`src/verilog/sram_pkg.sv`:
```
package sram_pkg;

  // axi response code, only okay is ever returned
  typedef logic [1:0] axi_resp_t;

  localparam axi_resp_t RESP_OKAY = 2'b00;

  // bus side transaction states
  typedef enum logic [2:0] {
    IDLE,
    WRITE_WAIT,
    WRITE_RESP,
    READ_WAIT,
    READ_RESP
  } slave_state_t;

  // chip cycle states
  // prefixed since both enums share this scope
  typedef enum logic [1:0] {
    SEQ_IDLE,
    SEQ_ACCESS,
    SEQ_DONE
  } seq_state_t;

endpackage
```
`src/verilog/sram_access_seq.sv`:
```
module sram_access_seq #(
  parameter int ADDR_WIDTH  = 20,
  parameter int DATA_WIDTH  = 16,
  parameter int WAIT_CYCLES = 2
) (
  input  logic                  axi_clk,
  input  logic                  axi_resetn,

  input  logic                  acc_start,
  input  logic                  acc_write,
  input  logic [ADDR_WIDTH-1:0] acc_addr,
  input  logic [DATA_WIDTH-1:0] acc_wdata,
  output logic                  acc_done,

  output logic [ADDR_WIDTH-1:0] pin_addr,
  output logic [DATA_WIDTH-1:0] pin_wdata,
  output logic                  pin_drive,
  output logic                  pin_we,
  output logic                  pin_oe,
  output logic                  pin_ce,
  output logic                  cap_en
);

  // at least one bit, even with no wait states
  localparam int CNT_WIDTH = (WAIT_CYCLES > 0) ? $clog2(WAIT_CYCLES + 1) : 1;

  typedef logic [CNT_WIDTH-1:0]  wait_cnt_t;
  typedef logic [ADDR_WIDTH-1:0] addr_t;
  typedef logic [DATA_WIDTH-1:0] data_t;

  localparam wait_cnt_t WAIT_LOAD = wait_cnt_t'(WAIT_CYCLES);

  sram_pkg::seq_state_t state;
  wait_cnt_t            wait_cnt;
  logic                 write_q;
  addr_t                addr_q;
  data_t                wdata_q;
  logic                 strobe_last;

  assign strobe_last = (state == sram_pkg::SEQ_ACCESS) && (wait_cnt == '0);

  always_ff @(posedge axi_clk or negedge axi_resetn) begin
    if (!axi_resetn) begin
      state    <= sram_pkg::SEQ_IDLE;
      wait_cnt <= '0;
      acc_done <= 1'b0;
    end else begin
      // done lines up with the last chip strobe cycle plus one
      acc_done <= (state == sram_pkg::SEQ_DONE);
      case (state)
        sram_pkg::SEQ_IDLE: begin
          if (acc_start) begin
            state    <= sram_pkg::SEQ_ACCESS;
            wait_cnt <= WAIT_LOAD;
          end
        end
        sram_pkg::SEQ_ACCESS: begin
          if (wait_cnt == '0) begin
            state <= sram_pkg::SEQ_DONE;
          end else begin
            wait_cnt <= wait_cnt - 1'b1;
          end
        end
        default: begin
          state <= sram_pkg::SEQ_IDLE;
        end
      endcase
    end
  end

  // address and data held from start until the next access
  always_ff @(posedge axi_clk) begin
    if ((state == sram_pkg::SEQ_IDLE) && acc_start) begin
      write_q <= acc_write;
      addr_q  <= acc_addr;
      wdata_q <= acc_wdata;
    end
  end

  assign pin_addr  = addr_q;
  assign pin_wdata = wdata_q;

  // chip select and bus drive run one cycle past the strobe
  assign pin_ce    = (state != sram_pkg::SEQ_IDLE);
  assign pin_drive = pin_ce && write_q;
  assign pin_we    = (state == sram_pkg::SEQ_ACCESS) && write_q;
  assign pin_oe    = (state == sram_pkg::SEQ_ACCESS) && !write_q;
  assign cap_en    = strobe_last && !write_q;

endmodule

```
`config.mk`:
```
export PLATFORM = sky130hd
export DESIGN_NAME = sram_access_seq
export DESIGN_NICKNAME = d
export VERILOG_FILES = /design/src/verilog/sram_pkg.sv /design/src/verilog/sram_access_seq.sv
export SDC_FILE = /design/constraint.sdc
export NUM_CORES = 1
export LEC_CHECK = 0
export BUFFER_PORTS_ARGS = -buffer_cell sky130_fd_sc_hd__buf_2
export CAP_MARGIN = 30
export CORE_MARGIN = 1.5
export CORE_UTILIZATION = 48
export CTS_BUF_LIST = sky130_fd_sc_hd__clkbuf_2
export DETAILED_ROUTE_END_ITERATION = 12
export GPL_TIMING_DRIVEN = 0
export PLACE_DENSITY = 0.87
export SLEW_MARGIN = 10
export SYNTH_ARGS = -nofsm -noshare
export SYNTH_HDL_FRONTEND = slang
export SYNTH_SLANG_ARGS = --single-unit
```
`constraint.sdc`:
```
create_clock -name axi_clk -period 6.2 [get_ports axi_clk]
set_input_delay 0 -clock axi_clk [delete_from_list [all_inputs] [get_ports axi_clk]]
set_output_delay 0 -clock axi_clk [all_outputs]
set_load 0.005 [all_outputs]
```
==> results.json <==
{
  "outcome": "complete, no violations",
  "cp.arrival_ns": 1.78,
  "slew_violations": 0,
  "async_reset_ff_share_pct": 11.9,
  "synth_seq_cells": 42,
  "tightest_slew_ns": 0.468,
  "drive_gt1_share_pct": 49.5,
  "comb_power_share_pct": 29.1,
  "post-route-period-util_pct": 27.1,
  "relSlewSlack_pct": 68.7,
  "die-area_mm2": 0.00330,
  "drt-initial-drc-count": 32,
  "synthDistinctLibCells": 20,
  "ant_nets": 0,
  "dieHeight_um": 57.5,
  "diodes": 0,
  "synth_area_per_cell_um2": 21.9,
  "placedCellCount": 178,
  "rsz0062_at_grt": "no",
  "insertion_delay_ns": 0.37,
  "vias": 1096,
  "cts_buffer_depth": 2,
  "port_buffers": 81,
  "grt_max_degree": 25,
  "filler_cell_count": 139,
  "syn-cell-area_mm2": 0.00142,
  "fmax_mhz": 596,
  "timing.final.hold_violations": 0,
  "ys_warn_count": 0,
  "numCtsBuffers": 5,
  "worst_clock_skew_ns": 0.00948,
  "regToRegEndpoint": "pin_addr[7]$_DFFE_PP_",
  "critPathCaptureType": "flop",
  "reg2reg_from": "state[1]$_DFFE_PN0P_",
  "clock_power_share_pct": 18.4,
  "grt_pass1_wl_mm": 5.66,
  "final_nets": 235,
  "instances_no_fill": 225,
  "gp_congestion": 0.688,
  "power.density_mw_per_mm2": 332,
  "drc": 0,
  "regToRegSetupSlack_ns": 4.52,
  "internal-power_w": 0.000571,
  "postSynthCellCount": 65,
  "viasPerCell": 4.87,
  "min_period_ns": 1.68,
  "tritoncts": "built",
  "netSwitchingFraction_pct": 27.1,
  "fp-row-count": 19,
  "yosys.area.top_type_share_pct": 78.0,
  "root_buffer": "clkbuf_2",
  "synthMostInstantiatedCell": "edfxtp_1",
  "wire_per_inst_um": 16.0,
  "p_leak_nw": 1.05,
  "start_util_pct": 51.2,
  "synthFlopType": "edfxtp_1",
  "hold_class": "in2reg",
  "regArea_mm2": 0.00124,
  "grt_pass1_vias": 1173,
  "path_max_fanout": 24,
  "required_ns": 6.30,
  "multi_input_area_um2": 173,
  "dp_hpwl_mm": 2.00,
  "synth_edf_count": 37,
  "cap_violations": 0,
  "ir_drop_mv": 0.273,
  "grt_use_total_pct": 24.1,
  "antenna_found_initial": 0,
  "endpoint": "pin_addr[7]$_DFFE_PP_",
  "critPathKind": "reg2reg",
  "synthTopCellsByArea": "edfxtp_1 78%, dfrtp_1 8.8%, and3b_2 1.4%",
  "power_frac_seq_pct": 52.5,
  "fp.dieW_um": 57.5,
  "crit_start": "state[1]$_DFFE_PN0P_",
  "core_mm2": 0.00278,
  "area_delta_synth_final_pct": 65.9,
  "syn-num-nets": 106,
  "clk_pin_slew_ns": 0.18,
  "setup_viol": 0,
  "synth.largest_area_cell": "edfxtp_1",
  "clkSinkCount": 42,
  "grt_overflow_total": 0,
  "cts_max_level": 2,
  "critPathLaunchType": "flop",
  "ioPinCount": 82,
  "synth-seq-area-share_pct": 86.8,
  "routed_wl_mm": 3.60,
  "rr_worst_depth": 3,
  "final.setup.tns_ns": 0,
  "firstDrtPassIters": 4,
  "synth_common_cells": "37 x edfxtp_1, 5 x dfrtp_1, 3 x inv_1",
  "power.switching_w": 0.000212
}
==> power groups by stage <==
stage	Sequential (W)	Combinational (W)	Clock (W)
floorplan	0.000422	0.0000958	0
global placement	0.000416	0.000181	0
detailed placement	0.000416	0.000207	0
CTS	0.000409	0.000227	0.000149
global route	0.000418	0.000250	0.000159
finish	0.000411	0.000228	0.000144
==> metal layers <==
metal / global-route usage (%) / share of wire, %
met2: 42.7 / 53
met1: 25.4 / 35
met4: 11.3 / 3.0
met5: 0 / 0
met3: 8.39 / 8.8
==> cells in the final DEF (no fill, tap or decap), types with 2 or more instances in the layout <==
cell type | Yosys | routed
dlygate4sd3_1 | 0 | 40
buf_2 | 0 | 81
clkbuf_2 | 0 | 5
edfxtp_1 | 37 | 37
dfrtp_1 | 5 | 5
nand2b_1 | 2 | 2
inv_1 | 3 | 3
and2_1 | 2 | 2
and3b_2 | 2 | 2
==> cells by family (layout without fill, tap and decap cells) <==
kind of cell               count (synthesis)  in the layout  share of synthesized area (%)
and+or+nand+nor                           14             14                           7.56
buffers and inverters                      4            133                           1.58
AOI/OAI and AO/OA                          4              4                           3.16
DFF                                       42             42                           86.8
adders and majority gates                  1              1                          0.879
==> per-stage QoR <==
stage	instance area, µm²	total power [W]	worst slack [ns]	hold WS, ns	util, %
3_5_place_dp	1900	0.000623	4.52	-0.178	68.4
4_1_cts	2360	0.000785	4.49	0.295	84.9
3_3_place_gp	1870	0.000597	3.07	-0.181	67.2
5_1_grt	2360	0.000827	4.41	0.272	84.9
6_report	2360	0.000783	4.52	0.317	84.9
2_1_floorplan	1420	0.000518	3.52	-0.296	-
==> how the worst min path moves through the flow <==
stage | slack [ns] | to | cells after the start | startpoint
4_1_cts | 0.29 | pin_wdata[11]$_DFFE_PP_ | 2 | acc_wdata[11]
6_report | 0.32 | write_q$_DFFE_PP_ | 2 | acc_write
3_3_place_gp | -0.18 | state[0]$_DFFE_PN0P_ | 1 | axi_resetn
3_5_place_dp | -0.18 | wait_cnt[0]$_DFFE_PN0P_ | 1 | axi_resetn
5_1_grt | 0.27 | pin_addr[9]$_DFFE_PP_ | 2 | acc_addr[9]
2_1_floorplan | -0.30 | acc_done$_DFF_PN0_ | 0 | axi_resetn
==> repair_timing <==
action | CTS | global route
setup buffers | 0 | 0
resized for setup | 0 | 0
hold buffers | 40 | 0
endpoints found under the hold margin | 45 | 0
==> state kept, by name, summed over array words and instances (netlist names) <==
register   count
pin_addr      20
write_q        1
wait_cnt       2
state          2
pin_wdata     16
acc_done       1
==> cell type report <==
type / instances / area share [%]
flip-flops and latches: 42 / 52.3
repair buffers: 122 / 35.3
multi-input cells: 19 / 7.31
well taps: 31 / 1.64
clock inverters: 2 / 1.43
clock buffers: 5 / 1.06
plain buffers: 1 / 0.477
inverters: 3 / 0.477
==> critical path, stage by stage, from the launching register on <==
cell and delay, ns:
dfrtp_1 0.50, or2_1 0.29, nor2_4 0.39, buf_16 0.24
(Power assumes the default switching activity.)
