File: src/verilog/sram_pkg.sv
package sram_pkg;

  // axi response code, only okay is ever returned
  typedef logic [1:0] axi_resp_t;

  localparam axi_resp_t RESP_OKAY = 2'b00;

  // bus side transaction states
  typedef enum logic [2:0] {
    IDLE,
    WRITE_WAIT,
    WRITE_RESP,
    READ_WAIT,
    READ_RESP
  } slave_state_t;

  // chip cycle states
  // prefixed since both enums share this scope
  typedef enum logic [1:0] {
    SEQ_IDLE,
    SEQ_ACCESS,
    SEQ_DONE
  } seq_state_t;

endpackage
File: src/verilog/axi_sram_slave.sv
module axi_sram_slave #(
  parameter int ADDR_WIDTH = 20,
  parameter int DATA_WIDTH = 16
) (
  input  logic                          axi_clk,
  input  logic                          axi_resetn,

  input  logic [ADDR_WIDTH-1:0]         awaddr,
  input  logic                          awvalid,
  output logic                          awready,

  input  logic [DATA_WIDTH-1:0]         wdata,
  input  logic [(DATA_WIDTH+7)/8-1:0]   wstrb,
  input  logic                          wvalid,
  output logic                          wready,

  output sram_pkg::axi_resp_t           bresp,
  output logic                          bvalid,
  input  logic                          bready,

  input  logic [ADDR_WIDTH-1:0]         araddr,
  input  logic                          arvalid,
  output logic                          arready,

  output logic [DATA_WIDTH-1:0]         rdata,
  output sram_pkg::axi_resp_t           rresp,
  output logic                          rvalid,
  input  logic                          rready,

  output logic                          acc_start,
  output logic                          acc_write,
  output logic [ADDR_WIDTH-1:0]         acc_addr,
  output logic [DATA_WIDTH-1:0]         acc_wdata,
  input  logic                          acc_done,
  input  logic [DATA_WIDTH-1:0]         cap_data
);

  sram_pkg::slave_state_t state;
  sram_pkg::slave_state_t state_next;

  logic wr_take;
  logic rd_take;

  // write has priority over a read offered in the same idle cycle
  assign wr_take = (state == sram_pkg::IDLE) && awvalid && wvalid;
  assign rd_take = (state == sram_pkg::IDLE) && arvalid && !(awvalid && wvalid);

  assign awready = wr_take;
  assign wready  = wr_take;
  assign arready = rd_take;

  always_comb begin
    state_next = state;
    case (state)
      sram_pkg::IDLE: begin
        if (wr_take) begin
          state_next = sram_pkg::WRITE_WAIT;
        end else if (rd_take) begin
          state_next = sram_pkg::READ_WAIT;
        end
      end
      sram_pkg::WRITE_WAIT: begin
        if (acc_done) begin
          state_next = sram_pkg::WRITE_RESP;
        end
      end
      sram_pkg::WRITE_RESP: begin
        if (bready) begin
          state_next = sram_pkg::IDLE;
        end
      end
      sram_pkg::READ_WAIT: begin
        if (acc_done) begin
          state_next = sram_pkg::READ_RESP;
        end
      end
      sram_pkg::READ_RESP: begin
        if (rready) begin
          state_next = sram_pkg::IDLE;
        end
      end
      default: begin
        state_next = sram_pkg::IDLE;
      end
    endcase
  end

  always_ff @(posedge axi_clk or negedge axi_resetn) begin
    if (!axi_resetn) begin
      state     <= sram_pkg::IDLE;
      acc_start <= 1'b0;
    end else begin
      state     <= state_next;
      // one pulse, the cycle after the address handshake
      acc_start <= wr_take || rd_take;
    end
  end

  // latched request and held read data
  always_ff @(posedge axi_clk) begin
    if (wr_take) begin
      acc_write <= 1'b1;
      acc_addr  <= awaddr;
      acc_wdata <= wdata;
    end else if (rd_take) begin
      acc_write <= 1'b0;
      acc_addr  <= araddr;
    end
    if ((state == sram_pkg::READ_WAIT) && acc_done) begin
      rdata <= cap_data;
    end
  end

  // responses stay up until the master takes them
  assign bvalid = (state == sram_pkg::WRITE_RESP);
  assign rvalid = (state == sram_pkg::READ_RESP);
  assign bresp  = sram_pkg::RESP_OKAY;
  assign rresp  = sram_pkg::RESP_OKAY;

endmodule

File: config.mk
export PLATFORM = sky130hd
export DESIGN_NAME = axi_sram_slave
export DESIGN_NICKNAME = d
export VERILOG_FILES = /design/src/verilog/sram_pkg.sv /design/src/verilog/axi_sram_slave.sv
export SDC_FILE = /design/constraint.sdc
export NUM_CORES = 1
export LEC_CHECK = 0
export ABC_AREA = 1
export BUFFER_PORTS_ARGS = -buffer_cell sky130_fd_sc_hd__buf_2
export CAP_MARGIN = 20
export CORE_ASPECT_RATIO = 0.5
export CORE_MARGIN = 2
export CORE_UTILIZATION = 37
export CTS_CLUSTER_SIZE = 28
export DETAILED_ROUTE_END_ITERATION = 10
export MAX_ROUTING_LAYER = met4
export PLACE_DENSITY = 0.83
export SETUP_SLACK_MARGIN = 0.05
export SLEW_MARGIN = 30
export SYNTH_ARGS = -nofsm -noshare
export SYNTH_HDL_FRONTEND = slang
export SYNTH_SLANG_ARGS = --single-unit
File: constraint.sdc
create_clock -name axi_clk -period 2.01 [get_ports axi_clk]
set_input_delay 0.201 -clock axi_clk [delete_from_list [all_inputs] [get_ports axi_clk]]
set_output_delay 0.201 -clock axi_clk [all_outputs]
set_load 0.05 [all_outputs]
==> flow_metrics.tcl, run 1 <==
set metrics [dict create \
    ys_ff_latch 57 \
    grt_pass1_wl_um 7650 \
    synth.distinct_cells 18 \
    netlist.area_leader.share 0.726 \
    cts_resized 0 \
    critical_path_required_ps 1810 \
    whs_ps 67.3 \
    wl_met3_um 204 \
    yosys.area.top_type "edfxtp_1" \
    wl_met2_um 2990 \
    antenna_found_initial 0 \
    synth_fa_ha_area_frac 0 \
    layout-drive-gt1-share 0.511 \
    ys_seq_area_frac 0.781 \
    cts_tree "built" \
    coreArea_um2 5540 \
    yosys_warnings 0 \
    maxCapViolCount 0 \
    cpPeakStageDelay_ps 440 \
    wl_um 5070 \
    p_leak_nw 1.58 \
    skew_ps 5.69 \
    worstSetupStartpointType "register" \
    synth_top_family_by_area "simple AND/OR/NAND/NOR gates" \
    h-tree-depth 3 \
    cts_buffers 9 \
    fin_crit_ps 1770 \
    multiInputGateArea_um2 373 \
    nFillCells 459 \
    setup_viol 0 \
    ios 145 \
    fin_nets 399 \
    fin_crit_sh 0.881 \
    ant_nets 0 \
    syn_avg_cell_area_um2 13.1 \
    regArea_um2 1680 \
    dr.pass1.iters 4 \
    synthCells 164 \
    numPortBuffers 138 \
    synthTopCellsByArea "edfxtp_1 73%, nand2_1 12%, dfrtp_1 4.7%" \
    clock-sinks 57 \
    synth_area_um2 2150 \
    grt_overflow 0 \
    post_drt_wl_per_cell_um 12.9 \
    ir_drop_v 0.000582 \
    chipHeight_um 57.9 \
    status "complete, no violations" \
    synth_xor_xnor_area_share 0 \
    rows 19 \
    setup_tns_ps 0 \
    die_w_um 112 \
    worstSetupEndpointType "primary output" \
    vias 1694 \
    areaGrowthSynthToFinish_pct 50.6 \
    path_clk_slew_ps 50 \
    min_path_cells 1 \
    dr.max_layer_used "met4" \
    cts.path.max_buffers 2 \
    synth_compound_area_frac 0.00756 \
    n_antenna_cell 0 \
    synth-simple-area-share 0.157 \
    insertion_delay_ps 310 \
    dp_hpwl_um 4030 \
    via_per_inst 4.30 \
    grt_max_degree 22 \
    grt_pass1_vias 1668 \
    cts-root-buf "clkbuf_16" \
    drc 0 \
    crit_slowest_cell "dfrtp_1" \
    p_per_area_nw_per_um2 1430 \
    path_max_fanout 14 \
    path_class "reg -> out" \
    hold_class "in -> reg" \
    initial_utilization 0.389 \
    max_freq_ghz 0.565 \
    routabilityCongestion 0.740 \
    finalHoldViolCount 0 \
    final_core_util 0.585 \
    rsz0062_at_grt "no" \
    track_usage 0.160 \
    muxShareOfSynthArea 0 \
    drt_iter0_markers 94 \
    crit_chain "nor2_2 > nand2_2 > nor2_4 > buf_12 > buf_2" \
    slew_viol_final 0 \
    met1Wirelength_um 1860 \
    dieArea_um2 6480 \
    cp_data_arrival_time_ps 1570 \
    rr_worst_depth 7 \
]
==> synth_stat cells <==
| cell type | instances |
|---|---|
| nand2_1 | 69 |
| edfxtp_1 | 52 |
| inv_1 | 9 |
| buf_4 | 7 |
| nand3_1 | 7 |
| dfrtp_1 | 4 |
| nor2_1 | 4 |
| buf_6 | 2 |
| a21oi_1 | 1 |
| conb_1 | 1 |
| dfxtp_1 | 1 |
| inv_2 | 1 |
| nand2_2 | 1 |
| nor2_2 | 1 |
| nor2_4 | 1 |
| nor3_1 | 1 |
| o21ai_0 | 1 |
| o22ai_1 | 1 |
==> final timing paths <==
path	slack (ps)	to	startpoint
min in group asynchronous	230	acc_start	axi_resetn
worst min register to register	460	acc_write	acc_write
worst max register to register	460	acc_addr[17]	state[0]
worst max-delay path	240	awready	state[0]
worst min-delay path	70	rdata[13]	cap_data[13]
max in group asynchronous	1660	state[0]	axi_resetn
==> metal layers <==
metal  track usage  vias to the layer above
li1              -                      843
met1         0.157                      806
met2         0.310                       43
met3        0.0460                        2
met4        0.0564                        0
met5             -                        -
==> through the flow <==
step | setup WS (ps) | power [mW] | cell area [µm²] | cells
floorplan | 287 | 2.88 | 2170 | 167
global placement | 348 | 3.22 | 2920 | 375
detailed placement | 270 | 3.26 | 2920 | 375
CTS | 95.2 | 4.66 | 3210 | 391
global route | 157 | 4.84 | 3240 | 394
finish | 240 | 4.65 | 3240 | 394
==> kinds of logic after synthesis <==
kind of cell,count (synthesis)
and+or+nand+nor,84
other,1
DFF,57
buffers and inverters,19
AOI/OAI and AO/OA,3
==> cell type report <==
class                   instances  area share
clock buffers                  10      0.0707
repair buffers                148       0.241
well taps                      73      0.0282
flip-flops and latches         57       0.519
clock inverters                 5      0.0147
inverters                      10      0.0116
multi-input cells              91       0.115
==> report_power, final <==
| part | leakage [nW] | switching (mW) | total (mW) | internal, mW |
|---|---|---|---|---|
| clock | 0.137 | 0.449 | 1.38 | 0.935 |
| combinational | 0.900 | 1.22 | 1.58 | 0.353 |
| sequential | 0.539 | 0.0813 | 1.69 | 1.60 |
| total | 1.58 | 1.75 | 4.65 | 2.89 |
==> critical path: cells and delay by family, from the launching register on <==
family / cells / cell delay (ps)
flip-flops: 1 / 440
buffers and inverters: 2 / 420
AND/OR/NAND/NOR: 3 / 400
==> registers in the layout, indices dropped and copies added (netlist names) <==
name       flops
acc_addr      20
acc_write      1
acc_wdata     16
acc_start      1
rdata         16
state          3
==> layout by cell type (no fill, tap or decap), drive strengths merged <==
master,instances
a21oi,1
buf,147
bufinv,1
clkbuf,10
clkinv,4
conb,4
dfrtp,4
dfxtp,1
dlygate4sd3,1
edfxtp,52
inv,10
nand2,70
nand3,7
nor2,6
nor3,1
o21ai,1
o22ai,1
==> what timing repair did <==
action / 4_1_cts / 5_1_grt
hold buffers: 1 / 0
buffers inserted: 0 / 3
setup endpoints to repair: 0 / 2
endpoints found under the hold margin: 4 / 0
(Power assumes the default switching activity.)
==> run 2, diff against run 1 <==
- ABC_AREA: 1 -> unset
- CORE_ASPECT_RATIO: 0.5 -> 0.9
- CORE_UTILIZATION: 37 -> 38
- PLACE_DENSITY: 0.83 -> 0.84
==> flow_metrics.tcl, run 2 <==
set metrics [dict create \
    path_max_fanout 18 \
    path_clk_slew_ps 60 \
    max_freq_ghz 0.534 \
    layout_setup_ws_ps 137 \
    h-tree-depth 3 \
    dieArea_um2 6530 \
    p_comb_frac 0.371 \
    crit_chain "nor3_4 > and3_4 > buf_12 > buf_4" \
    p_per_area_nw_per_um2 1320 \
    rsz0062_at_grt "yes" \
    rows 26 \
    dp_slack_ps 220 \
    final_core_util 0.560 \
    final_cells 334 \
    layout_common_cells "136 x buf_2, 52 x edfxtp_1, 18 x mux2_4, 9 x clkbuf_8, 8 x buf_4" \
    cpPeakStageDelay_ps 460 \
    slew_headroom 0.649 \
    fin_nets 343 \
    internal_power_mw 2.58 \
    synth.distinct_cells 26 \
    finalHoldViolCount 0 \
    areaGrowthSynthToFinish_pct 42.2 \
    grt_overflow 0 \
    cts.path.max_buffers 2 \
    synthTopCellsByArea "edfxtp_1 70%, mux2_4 12%, dfrtp_1 4.5%" \
    maxCapViolCount 0 \
    ys_ff_latch 57 \
    worstSetupEndpointType "primary output" \
    fin_crit_ps 1870 \
    vias 1507 \
    cts-root-buf "clkbuf_8" \
    synth-edff-count 52 \
    status "complete, no violations" \
    dp_cells 318 \
    layout-drive-gt1-share 0.693 \
    ant_nets 0 \
    top_regs "acc_addr x20, acc_wdata x16, rdata x16" \
    yosys.area.top_type "edfxtp_1" \
    chipHeight_um 76.9 \
    cts_tree "built" \
    synthTopCellsByCount "52 x edfxtp_1, 18 x mux2_4, 5 x buf_4" \
    insertion_delay_ps 320 \
    worstSetupStartpointType "register" \
    syn_avg_cell_area_um2 20.4 \
    synthArstFlopShare 0.0702 \
    largest_reg_flops 20 \
    multiInputGateArea_um2 470 \
    critical_path_required_ps 1810 \
    regMostFlops "acc_addr" \
    ys_seq_area_frac 0.750 \
    die_w_um 85.0 \
    worst-path-buf-inv 2 \
    p_leak_nw 1.43 \
    regArea_um2 1680 \
    coreArea_um2 5690 \
    grt_max_degree 21 \
    cts_buffers 9 \
    antenna_found_initial 0 \
    routabilityCongestion 0.820 \
    post_drt_wl_per_cell_um 13.5 \
    worst_path_dominant_cell_family "simple AND/OR/NAND/NOR gates" \
    grt_pass1_vias 1484 \
    track_usage 0.148 \
    path_class "reg -> out" \
    setup_viol 0 \
    synthMostInstantiatedCell "edfxtp_1" \
    ys.flop_type "edfxtp_1" \
    yosys_warnings 0 \
    nFillCells 462 \
    numPortBuffers 138 \
    cp_data_arrival_time_ps 1670 \
    netlist.area_leader.share 0.696 \
    via_per_inst 4.51 \
    wl_um 4500 \
    ios 145 \
    setup_tns_ps 0 \
    skew_ps 8.15 \
    ir_drop_v 0.000802 \
    dp_hpwl_um 3450 \
    tightest_slew_ps 518 \
    p_switching_mw 1.62 \
    hold_class "in -> reg" \
    initial_utilization 0.394 \
    mostFrequentLayoutCell "buf_2" \
    synthCells 110 \
    drc 0 \
    n_antenna_cell 0 \
    clock-sinks 57 \
    fin_crit_sh 0.932 \
    dr.pass1.iters 3 \
    slew_viol_final 0 \
    crit_slowest_cell "dfrtp_2" \
    swShare 0.386 \
    seqPwrFrac 0.400 \
    drt_iter0_markers 32 \
    grt_pass1_wl_um 6910 \
    pwr-share-clk 0.229 \
    synth_area_um2 2240 \
]
==> run 2: final timing paths <==
check                             from           to  slack, ps  cells past startpoint
hold reg to reg              acc_write    acc_write        480                      2
setup / recovery              state[1]      awready        140                      4
min in group asynchronous   axi_resetn     state[1]        210                      2
max in group asynchronous   axi_resetn     state[2]       1660                      2
hold / removal             cap_data[4]     rdata[4]         50                      1
setup reg to reg              state[1]  acc_addr[0]        310                      4
==> run 2: power groups by stage <==
| stage | clock network, mW | registers (mW) | logic (mW) |
|---|---|---|---|
| 3_3_place_gp | 0 | 1.69 | 1.54 |
| 5_1_grt | 1.04 | 1.71 | 1.63 |
| 3_5_place_dp | 0 | 1.70 | 1.56 |
| 4_1_cts | 0.987 | 1.68 | 1.57 |
| 2_1_floorplan | 0 | 2.37 | 0.545 |
| 6_report | 0.960 | 1.68 | 1.56 |
==> run 2: cells by family (layout without fill, tap and decap cells) <==
family                 Yosys count  count (layout)  share of synthesized area
AO/OA/AOI/OAI                    6               6                     0.0190
buffers and inverters           10             161                     0.0463
multiplexers                    20              20                      0.131
AND/OR/NAND/NOR                 16              16                     0.0525
other                            1               4                    0.00167
flip-flops                      57              57                      0.750
==> run 2: per-stage QoR <==
stage               hold WS (ps)  total power [mW]  instance area, µm²
finish                      50.4              4.20                3190
global placement            10.9              3.23                2990
detailed placement          11.2              3.26                2990
global route                28.6              4.39                3190
CTS                         29.0              4.24                3190
floorplan                  -94.6              2.91                2260
==> run 2: area by class of cell <==
| class | count | area share |
|---|---|---|
| Clock buffer | 9 | 0.0388 |
| Timing Repair Buffer | 146 | 0.242 |
| Multi-Input combinational cell | 46 | 0.148 |
| Sequential cell | 57 | 0.528 |
| Tap cell | 70 | 0.0275 |
| Clock inverter | 5 | 0.0153 |
| Inverter | 1 | 0.00118 |
==> run 2: repair_timing <==
item,4_1_cts,5_1_grt
hold buffers,1,0
gates resized for setup,2,2
hold endpoints to repair,4,0
setup buffers,1,0
pin swaps,1,0
setup endpoints to repair,2,2
==> run 2: metal layers <==
metal  routed length (µm)  vias to the layer above  track usage
met5                    0                        -            -
met4                  105                        0       0.0857
met3                  553                       10       0.0710
met2                 2140                      110        0.239
met1                 1700                      672        0.145
li1                     -                      715            -
